File: src/source/soc_pkg.sv
package soc_pkg;

    // Bus and data widths
    typedef logic [63:0] addr_t;
    typedef logic [63:0] data_t;
    typedef logic [31:0] word_t;
    typedef logic [7:0]  scan_t;
    typedef logic [3:0]  int_vec_t;

    // One data bus request from the core
    typedef struct packed {
        addr_t addr;
        data_t wdata;
        logic  we;
        logic  re;
    } bus_req_t;

    // Address map
    localparam addr_t ROM_BASE  = 64'h0000;
    localparam addr_t ROM_SIZE  = 64'h1000;
    localparam addr_t RAM_BASE  = 64'h1000;
    localparam addr_t RAM_SIZE  = 64'h2000;
    localparam int    MEM_WORDS = 3072;
    localparam int    MEM_AW    = $clog2(MEM_WORDS);
    localparam addr_t UART_ADDR = 64'h3000;
    localparam addr_t KEY_ADDR  = 64'h3008;

    // Keyboard and interrupt codes
    localparam int_vec_t KEY_VECTOR = 4'd1;
    localparam scan_t    BREAK_CODE = 8'hF0;
    localparam scan_t    EXT_CODE   = 8'hE0;

    // Clock cycles per serial bit, 2 or more
    localparam int BAUD_DIV = 16;
    localparam int BAUD_W   = $clog2(BAUD_DIV);

endpackage

File: src/source/system_bus.sv
module system_bus (
    input  logic                       CLOCK_50,
    input  logic                       KEY0,
    input  soc_pkg::bus_req_t          bus_req,
    input  soc_pkg::scan_t             key_code,
    input  soc_pkg::word_t             mem_rdata,
    output logic [soc_pkg::MEM_AW-1:0] mem_index,
    output logic                       mem_we,
    output soc_pkg::word_t             mem_wdata,
    output soc_pkg::data_t             bus_rdata,
    output logic                       tx_start,
    output soc_pkg::scan_t             tx_byte
);
    import soc_pkg::*;

    logic  rom_sel;
    logic  ram_sel;
    logic  uart_sel;
    logic  key_sel;
    logic  uart_wr;
    logic  uart_wr_q;
    logic  rd_mem_q;
    logic  rd_key_q;
    data_t rd_q;

    // ROM starts at zero, so only the upper bound matters
    assign rom_sel  = bus_req.addr < (ROM_BASE + ROM_SIZE);
    assign ram_sel  = (bus_req.addr >= RAM_BASE) &&
                      (bus_req.addr < (RAM_BASE + RAM_SIZE));
    assign uart_sel = bus_req.addr == UART_ADDR;
    assign key_sel  = bus_req.addr == KEY_ADDR;

    // Memory port, writes land in RAM only
    assign mem_index = bus_req.addr[MEM_AW+1:2];
    assign mem_we    = bus_req.we & ram_sel;
    assign mem_wdata = bus_req.wdata[31:0];

    // One start pulse per write burst to the serial port
    assign uart_wr  = bus_req.we & uart_sel;
    assign tx_start = uart_wr & ~uart_wr_q;
    assign tx_byte  = bus_req.wdata[7:0];

    always_ff @(posedge CLOCK_50 or negedge KEY0) begin
        if (!KEY0) begin
            uart_wr_q <= 1'b0;
        end else begin
            uart_wr_q <= uart_wr;
        end
    end

    // Read pipe
    // Edge 0 samples the select with the memory read, edge 1 muxes,
    // edge 2 drives the answer on the bus
    always_ff @(posedge CLOCK_50 or negedge KEY0) begin
        if (!KEY0) begin
            rd_mem_q  <= 1'b0;
            rd_key_q  <= 1'b0;
            rd_q      <= '0;
            bus_rdata <= '0;
        end else begin
            rd_mem_q <= bus_req.re & (rom_sel | ram_sel);
            rd_key_q <= bus_req.re & key_sel;
            if (rd_mem_q) begin
                rd_q <= data_t'(mem_rdata);
            end else if (rd_key_q) begin
                rd_q <= data_t'(key_code);
            end else begin
                // Unmapped or idle reads as zero
                rd_q <= '0;
            end
            bus_rdata <= rd_q;
        end
    end

endmodule

File: config.mk
export PLATFORM = sky130hd
export DESIGN_NAME = system_bus
export DESIGN_NICKNAME = d
export VERILOG_FILES = /design/src/source/soc_pkg.sv /design/src/source/system_bus.sv
export SDC_FILE = /design/constraint.sdc
export NUM_CORES = 1
export LEC_CHECK = 0
export BUFFER_PORTS_ARGS = -buffer_cell sky130_fd_sc_hd__buf_4
export CAP_MARGIN = 10
export CORE_AREA = 5 5 108 110
export DETAILED_ROUTE_END_ITERATION = 8
export DIE_AREA = 0 0 113 115
export PLACE_DENSITY = 0.74
export SLEW_MARGIN = 15
export SYNTH_ARGS = -nofsm -noshare
export SYNTH_HDL_FRONTEND = slang
export SYNTH_SLANG_ARGS = --single-unit
File: constraint.sdc
create_clock -name CLOCK_50 -period 1.4 [get_ports CLOCK_50]
set_input_delay 0.14 -clock CLOCK_50 [delete_from_list [all_inputs] [get_ports CLOCK_50]]
set_output_delay 0.14 -clock CLOCK_50 [all_outputs]
set_load 0.02 [all_outputs]
; Yosys cells after proc, flatten, opt, wreduce, memory -nomap -nowiden
; Index checks and enable logic that the tools add are counted.
[totals]
input_bits = 172
output_inout_bits = 118
wordCells = 20
regBits = 131
[classes]
bitwise_logic = 7
muxes = 2
n_lt_le_gt_ge = 3
n_eq_ne = 2
reduce_logical = 1
[ops]
columns = operator, n
row1 = 64-bit by 14-bit == test with 1-bit output (second input constant), 2
row2 = 64-bit by 13-bit >= comparator with 1-bit output (second input constant), 1
row3 = 64-bit by 13-bit < comparator with 1-bit output (second input constant), 1
row4 = 64-bit by 14-bit < comparator with 1-bit output (second input constant), 1
row5 = 64-bit two-way mux, 1
row6 = 8-bit two-way mux, 1
row7 = 1-bit bitwise AND, 5
row8 = 1-bit logical AND, 1
row9 = 1-bit inverter, 1
row10 = 1-bit OR, 1

; Depth between registers and ports, before layout
; Gate-level depths: netlist of the first run.
[depth]
depth_word = 4
ltp_mapped = 4
depth_no_buf = 4

; Least setup slack after synthesis of the first run
; Ideal clock, no wire load.
[synth_timing]
kind = input -> output
start = input bus_req[95] (netlist name)
end = output mem_we
path_slack_ps = 202
stages = 4
required_ps = 1260
n_path_buf = 0
arrival_time_ps = 1058
cell_sequence = nor4_1 nand4_1 nor3_2 and4bb_1
[synth_via]
elab_chain_len = 3
word_cells_on_any_way = 4
cone_classes = 2 x order compare / 1 x bitwise / 1 x reduce/logical
[synth_lines]
columns = item, line
row1 = start: declaration, system_bus.sv:4  ; input soc_pkg::bus_req_t bus_req,
row2 = 64-bit by 13-bit >= comparator with 1-bit output or 64-bit by 14-bit < comparator with 1-bit output (tied branches), "system_bus.sv:28, system_bus.sv:29"
row3 = 1-bit logical AND (*), system_bus.sv:28  ; assign ram_sel = (bus_req.addr >= RAM_BASE) &&
row4 = 1-bit bitwise AND (*), system_bus.sv:35  ; assign mem_we = bus_req.we & ram_sel;
row5 = end: declaration, system_bus.sv:8  ; output logic mem_we,
; Every way passes the cells marked *; elsewhere a longest branch is shown, timed or not.

; Final worst setup path of the first run
[layout_timing]
start = input bus_req[92] (netlist name)
end = output mem_we
; Same word-level chain as after synthesis.

==> results of run 1 <==
-- cells by family (layout without fill, tap and decap cells) --
group                     after synthesis  after routing  share of synthesized area [%]
xor gates and xnor gates                1              1                         0.3159
DFF                                    67             67                          60.47
buffers and inverters                  88            175                          23.28
AOI/OAI and AO/OA                       8              8                          2.392
and+or+nand+nor                        57             57                          13.40
other                                   1             32                         0.1352
-- final cells by class --
type / count / area [um2] / share of cell area [%]
Clock buffer: 11 / 151.4 / 3.868
Clock inverter: 5 / 75.07 / 1.918
Multi-Input combinational cell: 98 / 609.3 / 15.57
Sequential cell: 67 / 1677 / 42.84
Tap cell: 140 / 175.2 / 4.476
Timing Repair Buffer: 159 / 1226 / 31.33
-- layer usage --
layer / vias to the layer above / share of wire [%]
met1: 857 / 31
met5: - / 0
li1: 839 / -
met3: 7 / 14
met4: 0 / 1.1
met2: 163 / 54
-- critical path, cell delays in order --
cell	delay [ns]
buf_6	0.10
nor4_4	0.30
nand4_1	0.23
nor3_4	0.29
and4bb_1	0.24
buf_6	0.12
-- cells in the final DEF (no fill, tap or decap), types with 2 or more instances in the layout --
cell type	Yosys	final
nor4_4	0	2
and2_1	25	25
conb_1	1	32
nor4_2	1	2
nor4_1	13	10
nor2_1	2	2
clkinv_2	0	3
buf_4	84	152
and4bb_1	2	2
dfrtp_1	67	67
a22o_1	7	7
dlygate4sd3_1	0	2
bufinv_16	0	2
buf_6	0	4
clkbuf_8	0	11
nand2_1	3	3
nand4_1	3	3
-- final timing paths --
kind                                   start             to  slack [ns]  depth (start not counted)
worst max-delay path             bus_req[92]         mem_we       -0.16                          6
worst min-delay path            mem_rdata[9]        rd_q[9]        0.02                          2
worst max register to register      rd_key_q        rd_q[0]        0.31                          2
worst min register to register      rd_q[27]  bus_rdata[27]        0.35                          0
max in group asynchronous               KEY0       rd_q[18]        0.58                          3
min in group asynchronous               KEY0   bus_rdata[9]        0.31                          2
-- per-stage QoR --
step | area, um2 | utilization (%)
6_report | 3914 | 36.91
5_1_grt | 3914 | 36.91
4_1_cts | 3906 | 36.84
3_5_place_dp | 3625 | 34.19
3_3_place_gp | 3625 | 34.19
2_1_floorplan | 2889 | -
-- power by group through the flow --
stage / Combinational (uW) / Sequential [uW] / Clock [uW]
final: 445 / 1940 / 1730
after global routing: 479 / 1930 / 1870
after CTS: 445 / 1940 / 1780
after detailed placement: 433 / 1970 / 0
after global placement: 427 / 1970 / 0
after floorplan: 375 / 1970 / 0
-- registers in the layout (all words and copies together) (netlist names) --
signal and flops:
bus_rdata 32, uart_wr_q 1, rd_q 32, rd_key_q 1
rd_mem_q 1
-- timing repair --
action / in CTS / in global routing
pin swaps: 4 / 3
hold buffers: 2 / 0
gates resized for setup: 8 / 2
hold endpoints to repair: 38 / 0
endpoints found under the setup margin: 2 / 2
==> results.json, run 1 <==
{
  "period_needed_ns": 1.561,
  "ant_nets": 0,
  "fin_total_pwr_uw": 4109,
  "netlist_instances": 222,
  "core_mm2": 0.01060,
  "avgSynthCellArea_um2": 12.49,
  "pre_cts_ws_ns": -0.4365,
  "rows": 38,
  "violations": "negative setup slack",
  "num_vias": 1866,
  "synthDistinctLibCells": 22,
  "p_leak_uw": 0.002124,
  "finalSetupTns_ns": -0.2819,
  "first_global_vias": 1907,
  "finClkSkew_ns": 0.003861,
  "nets": 507,
  "synth_seq_cells": 67,
  "pin_count": 290,
  "gr-usage-met3_pct": 5.158,
  "drv_slew": 0,
  "period_share_pct": 111.5,
  "cts_made_buffers": 9,
  "synth-edff-count": 0,
  "grt_use_total_pct": 10.64,
  "clkPwrFrac_pct": 42.0,
  "peakVddDrop_mv": 0.6521,
  "clk_pin_slew_ns": 0.07,
  "crit_type": "in -> out",
  "grt_overflow": 0,
  "rsz0062_at_grt": "true",
  "start_util_pct": 26.15,
  "hp-class": "in -> reg",
  "drt_iter0_drc": 80,
  "hold_violations": 0,
  "antenna_found_initial": 0,
  "grtUsageMet1_pct": 10.42,
  "gr-max-usage-layer": "met2",
  "p_int_uw": 3259,
  "grt_use_met2_pct": 19.27,
  "wl_per_cell_um": 15.44,
  "gp_congestion": 0.7901,
  "cts_tree": "built",
  "drc_errors": 0,
  "max_clock_freq_ghz": 0.6405,
  "synth_top_flop_cell": "dfrtp_1",
  "yosys.area.top_type_share_pct": 60.47,
  "p_comb_share_pct": 10.8,
  "cts_root_buf": "clkbuf_8",
  "grt_pass1_wl_um": 10410,
  "powerDensity_mw_per_mm2": 1050,
  "cts_max_path_buffers": 2,
  "area_growth_pct": 41.16,
  "port_buffers": 153,
  "clk_latency_ns": 0.33,
  "p_seq_share_pct": 47.1,
  "cts.sinks": 67,
  "cp-start-kind": "input port",
  "cp-end-kind": "primary output",
  "htreeDepth": 3,
  "holdWs_ns": 0.02487,
  "dr.pass1.iters": 4,
  "hpwl_um": 6362,
  "diodes": 0,
  "yosysSeqAreaShare_pct": 60.47,
  "synth.most_common_cell": "buf_4",
  "die_y_um": 115,
  "layout_setup_ws_ns": -0.1613,
  "synth.top_cells.by_count": "84 x buf_4, 67 x dfrtp_1, 25 x and2_1",
  "power.switching_uw": 850.4,
  "die-area_mm2": 0.01300,
  "drive_gt1_share_pct": 52.35,
  "path_max_fanout": 3,
  "crit_arrival_ns": 1.42,
  "nFillCells": 1002,
  "worstPathRequired_ns": 1.26,
  "synth_area_leaders": "dfrtp_1 60%, buf_4 23%, and2_1 5.6%, nor4_1 2.9%, a22o_1 2.2%",
  "postCtsSetupRepairBufs": 0,
  "synth_top_cell_by_area": "dfrtp_1",
  "dp.cells": 464,
  "p_sw_share_pct": 20.70,
  "wl_um": 7410,
  "instances_no_fill": 480,
  "die_w_um": 113,
  "maxCapViolCount": 0,
  "async_flop_share_pct": 100.0,
  "syn_area_mm2": 0.002773,
  "outcome": "finished with violations",
  "yosys_warnings": 0,
  "setup_viol": 2,
  "grt_start_max_net_pins": 39,
  "routed_via_density": 3.888
}
(Power assumes the default switching activity.)
==> run 2, diff against run 1 <==
--- a/config.mk
+++ b/config.mk
@@ -10,7 +10,7 @@
 export CORE_AREA = 5 5 108 110
 export DETAILED_ROUTE_END_ITERATION = 8
 export DIE_AREA = 0 0 113 115
-export PLACE_DENSITY = 0.74
+export PLACE_DENSITY = 0.62
 export SLEW_MARGIN = 15
 export SYNTH_ARGS = -nofsm -noshare
 export SYNTH_HDL_FRONTEND = slang
==> run 2 against run 1 <==
  * The run still ends with negative setup slack left
  * Register-to-register slack got worse by 0.13 ns
  * Combinational power rose by 7.6%
  * Clock-buffer cell count rose by 4
  * Maximum frequency rose by 1.7%
  * Die area did not move
  * Largest cell class unchanged
==> results.json, run 2 (synthesis results as in run 1) <==
{
  "outcome": "finished with violations",
  "violations": "negative setup slack",
  "start_util_pct": 26.15,
  "diodes": 0,
  "cts_tree": "built",
  "pin_count": 290,
  "max_clock_freq_ghz": 0.6512,
  "routed_via_density": 3.816,
  "hpwl_um": 6402,
  "htreeDepth": 3,
  "power.switching_uw": 863.0,
  "fin_util_pct": 38.01,
  "drt_iter0_drc": 26,
  "rsz0062_at_grt": "true",
  "route.met3.wl_um": 996,
  "cp-end-kind": "primary output",
  "drc_errors": 0,
  "p_comb_share_pct": 11.9,
  "top_layer_used": "met4",
  "ff2ff_setup_slack_ns": 0.18,
  "grt_use_total_pct": 11.25,
  "path_max_fanout": 3,
  "nets": 515,
  "drv_slew": 0,
  "die-area_mm2": 0.01300,
  "grt_overflow": 0,
  "rows": 38,
  "hold_violations": 0,
  "wl_met2_um": 4024,
  "clk_pin_slew_ns": 0.06,
  "layout_common_cells": "148 x buf_4, 67 x dfrtp_1, 32 x conb_1",
  "timing.rr.start": "rd_mem_q",
  "final_common_cell": "buf_4",
  "p_seq_share_pct": 48.1,
  "max_slew.worst_pin.slew_ns": 0.5516,
  "ant_nets": 0,
  "top_regs": "bus_rdata: 32 flops, rd_q: 32 flops",
  "die_w_um": 113,
  "m1WireLength_um": 2550,
  "area_growth_pct": 45.35,
  "design_area_mm2": 0.004030,
  "wl_per_cell_um": 15.67,
  "grt_start_max_net_pins": 52,
  "peakVddDrop_mv": 0.5291,
  "gp_congestion": 0.7644,
  "hp-class": "in -> reg",
  "crit_type": "in -> out",
  "period_share_pct": 109.7,
  "cts_max_path_buffers": 2,
  "p_int_uw": 3163,
  "p_leak_uw": 0.002140,
  "relSlewSlack_pct": 63.15,
  "crit_end": "mem_we",
  "powerDensity_mw_per_mm2": 998.9,
  "port_buffers": 153,
  "r2r_end": "rd_q[2]",
  "clk_latency_ns": 0.33,
  "first_global_vias": 1957,
  "crit_arrival_ns": 1.40,
  "cp-start-kind": "input port",
  "clkPwrFrac_pct": 40.0,
  "rr_worst_depth": 2,
  "critPathLaunch": "bus_req[82]",
  "p_sw_share_pct": 21.44,
  "cts_made_buffers": 9,
  "drive_gt1_share_pct": 51.72,
  "dr.pass1.iters": 4,
  "die_y_um": 115,
  "core_mm2": 0.01060,
  "wl_um": 7646,
  "setup_viol": 2,
  "worstPathRequired_ns": 1.26,
  "maxCapViolCount": 0,
  "placed_area_mm2": 0.003625,
  "antenna_found_initial": 0,
  "cts.sinks": 67,
  "num_vias": 1862,
  "grt_pass1_wl_um": 10860,
  "period_needed_ns": 1.536,
  "finClkSkew_ns": 0.007258,
  "layout_setup_ws_ns": -0.1355,
  "cts_root_buf": "clkbuf_8"
}
[run 2: cell types whose count changed in the layout (fill, tap and decap cells not counted), moves of 3 or more]
cell,previous run,this run
dlygate4sd3_1,2,9
buf_4,152,148
buf_6,4,8
nor4_1,10,6
clkbuf_1,0,3
clkinv_2,3,0
[run 2: layer usage]
| layer | vias up | global-route usage, % |
|---|---|---|
| met2 | 154 | 19.43 |
| met5 | - | 0 |
| met1 | 848 | 11.92 |
| met4 | 0 | 4.327 |
| li1 | 854 | - |
| met3 | 6 | 5.421 |
[run 2: final cells by class]
cell class,instances,area [um2]
clock buffer,15,176.4
clock inverter,1,30.03
fill,1032,6573
multi-input combinational,98,645.6
sequential,67,1677
tap,140,175.2
timing repair buffer,167,1326
[run 2: power by group through the flow]
stage          combinational (uW)  sequential (uW)  clock [uW]
2_1_floorplan                 375             1970           0
3_3_place_gp                  430             1970           0
3_5_place_dp                  434             1970           0
4_1_cts                       478             1940        1680
5_1_grt                       519             1930        1750
6_report                      479             1940        1610
[run 2: worst min-delay path by stage]
| stage | start | endpoint | slack [ns] | cells past startpoint |
|---|---|---|---|---|
| after CTS | mem_rdata[21] | rd_q[21] | 0.0009 | 2 |
| after global placement | KEY0 | bus_rdata[13] | 0.01 | 1 |
| final | mem_rdata[21] | rd_q[21] | 0.02 | 2 |
| after floorplan | KEY0 | bus_rdata[0] | -0.16 | 0 |
| after global routing | mem_rdata[20] | rd_q[20] | 0.01 | 2 |
| after detailed placement | KEY0 | bus_rdata[13] | 0.02 | 1 |
[run 2: repair_timing]
item	in CTS	in global routing
endpoints found under the hold margin	75	0
gates resized for setup	16	5
buffers inserted	0	0
pin swaps	6	4
hold buffers	9	0
endpoints found under the setup margin	2	2
[run 2: critical path, stage by stage]
cell	delay (ns)
buf_8	0.10
nor4_4	0.31
nand4_1	0.17
nor3_2	0.21
buf_4	0.14
and4bb_1	0.20
buf_6	0.12
[run 2: per-stage QoR]
step	total power, uW	setup TNS, ns	worst slack, ns	instances	hold slack, ns
floorplan	2348	0	0.2023	253	-0.1556
global placement	2402	-1.376	-0.3605	464	0.01197
detailed placement	2406	-1.235	-0.3253	464	0.01844
CTS	4095	-0.1942	-0.1254	489	0.0009073
global route	4207	-0.3412	-0.2037	488	0.01060
finish	4026	-0.2129	-0.1355	488	0.02446
==> run 3, diff against run 2 <==
--- a/config.mk
+++ b/config.mk
@@ -7,10 +7,10 @@
 export LEC_CHECK = 0
 export BUFFER_PORTS_ARGS = -buffer_cell sky130_fd_sc_hd__buf_4
 export CAP_MARGIN = 10
-export CORE_AREA = 5 5 108 110
+export CORE_AREA = 5 5 110 112
 export DETAILED_ROUTE_END_ITERATION = 8
-export DIE_AREA = 0 0 113 115
-export PLACE_DENSITY = 0.62
+export DIE_AREA = 0 0 115 117
+export PLACE_DENSITY = 0.6
 export SLEW_MARGIN = 15
 export SYNTH_ARGS = -nofsm -noshare
 export SYNTH_HDL_FRONTEND = slang
==> constraint.sdc (replaced) <==
create_clock -name CLOCK_50 -period 1.55 [get_ports CLOCK_50]
set_input_delay 0.155 -clock CLOCK_50 [delete_from_list [all_inputs] [get_ports CLOCK_50]]
set_output_delay 0.155 -clock CLOCK_50 [all_outputs]
set_load 0.02 [all_outputs]
==> run 3 against run 2 <==
  * The flow now finishes without violations
  * Die area increased by 3.5%
  * First-iteration DRC count grew to 4.0 times the previous value
  * Non-clock buffer count down 9
  * Largest cell class unchanged
==> results.json, run 3 (synthesis results as in run 1) <==
{
  "outcome": "complete, no violations",
  "p_int_uw": 3335,
  "fin_util_pct": 35.58,
  "pre_cts_ws_ns": -0.08289,
  "wl_per_cell_um": 14.56,
  "hold_violations": 0,
  "layout_setup_ws_ns": 0.04803,
  "grt_start_max_net_pins": 54,
  "finalSetupTns_ns": 0,
  "clk_latency_ns": 0.32,
  "rsz0062_at_grt": "true",
  "postCtsSetupRepairBufs": 0,
  "clkPwrFrac_pct": 48.3,
  "wl_um": 7018,
  "core_mm2": 0.01113,
  "crit_type": "in -> out",
  "final_common_cell": "buf_4",
  "p_comb_share_pct": 9.5,
  "gp_congestion": 0.7038,
  "cp-end-kind": "primary output",
  "p_sw_share_pct": 19.70,
  "period_share_pct": 96.90,
  "max_clock_freq_ghz": 0.6658,
  "first_global_vias": 1936,
  "pin_count": 290,
  "antenna_found_initial": 0,
  "port_buffers": 153,
  "clk_pin_slew_ns": 0.05,
  "diodes": 0,
  "peakVddDrop_mv": 0.6105,
  "rows": 39,
  "num_vias": 1848,
  "start_util_pct": 24.92,
  "setup_viol": 0,
  "dr.pass1.iters": 4,
  "die_w_um": 115,
  "hp-class": "in -> reg",
  "cts_root_buf": "clkbuf_16",
  "path_max_fanout": 3,
  "finClkSkew_ns": 0.001737,
  "cts_tree": "built",
  "htreeDepth": 3,
  "area_growth_pct": 42.78,
  "drv_slew": 0,
  "period_needed_ns": 1.502,
  "max_slew.worst_pin.slew_ns": 0.5800,
  "powerDensity_mw_per_mm2": 1049,
  "relSlewSlack_pct": 61.25,
  "crit_arrival_ns": 1.35,
  "cts_made_buffers": 9,
  "p_seq_share_pct": 42.2,
  "die_y_um": 117,
  "top_regs": "bus_rdata: 32 flops, rd_q: 32 flops",
  "cp-start-kind": "input port",
  "grt_overflow": 0,
  "cts.sinks": 67,
  "maxCapViolCount": 0,
  "drt_iter0_drc": 105,
  "cts_max_path_buffers": 2,
  "layout_common_cells": "156 x buf_4, 67 x dfrtp_1, 32 x conb_1",
  "worstPathRequired_ns": 1.39,
  "drc_errors": 0,
  "hpwl_um": 5772,
  "power.switching_uw": 818.3,
  "drive_gt1_share_pct": 51.62,
  "die-area_mm2": 0.01346,
  "ant_nets": 0,
  "routed_via_density": 3.834,
  "p_leak_uw": 0.002129,
  "grt_use_total_pct": 9.993,
  "nets": 506,
  "grt_pass1_wl_um": 10080
}
-- run 3: changes by cell type in the layout (fill, tap and decap cells not counted) --
cell           change
nor4_1             +4
nor4_2             -1
nor4_4             -3
buf_6              -8
clkbuf_8           -9
buf_4              +8
dlygate4sd3_1      -8
buf_8              -1
clkbuf_16          +9
-- run 3: worst max-delay path, stage by stage --
cell and delay (ns):
buf_4 0.11, nor4_1 0.29, nand4_1 0.16, nor3_2 0.17, buf_4 0.14, and4bb_1 0.18, buf_4 0.14
-- run 3: worst paths after layout --
kind	cells after the start	startpoint	end	slack [ns]
min	2	mem_rdata[16]	rd_q[16]	0.05
min in group asynchronous	2	KEY0	bus_rdata[20]	0.25
max	7	bus_req[116]	mem_we	0.05
min reg2reg	0	rd_q[9]	bus_rdata[9]	0.34
max in group asynchronous	3	KEY0	bus_rdata[3]	0.80
max reg2reg	2	rd_mem_q	rd_q[5]	0.39
-- run 3: per-stage QoR --
step / area [um2] / hold slack [ns] / std cells / power, uW
final: 3959 / 0.05114 / 482 / 4153
after global routing: 3959 / 0.04491 / 482 / 4310
after CTS: 3944 / 0.03569 / 482 / 4206
after detailed placement: 3613 / 0.01980 / 465 / 2168
after global placement: 3613 / 0.01723 / 465 / 2162
after floorplan: 2889 / -0.1406 / 253 / 2120
-- run 3: layer usage --
metal  track usage (%)  part of all wire (%)  up-vias
met5                 0                     0        -
li1                  -                     -      836
met3             4.267                    16       13
met4             5.086                   1.8        0
met2             17.21                    52      153
met1             10.45                    31      846
-- run 3: power by group through the flow --
stage                     combinational [uW]  clock [uW]  sequential, uW
after floorplan                          339           0            1780
after detailed placement                 387           0            1780
final                                    394        2010            1750
after CTS                                393        2060            1750
after global routing                     427        2130            1750
after global placement                   381           0            1780
-- run 3: layout make-up --
class                   instances  area [um2]
clock buffers                  15       277.8
clock inverters                 1       30.03
fillers                      1119        7167
multi-input cells              98       594.3
flip-flops and latches         67        1677
well taps                     143       178.9
repair buffers                158        1201
-- run 3: repair_timing --
| item | 4_1_cts | 5_1_grt |
|---|---|---|
| hold endpoints to repair | 67 | 0 |
| endpoints found under the setup margin | 2 | 1 |
| resized for setup | 2 | 2 |
| gates cloned | 0 | 0 |
| hold buffers | 1 | 0 |
| pin swaps | 3 | 1 |
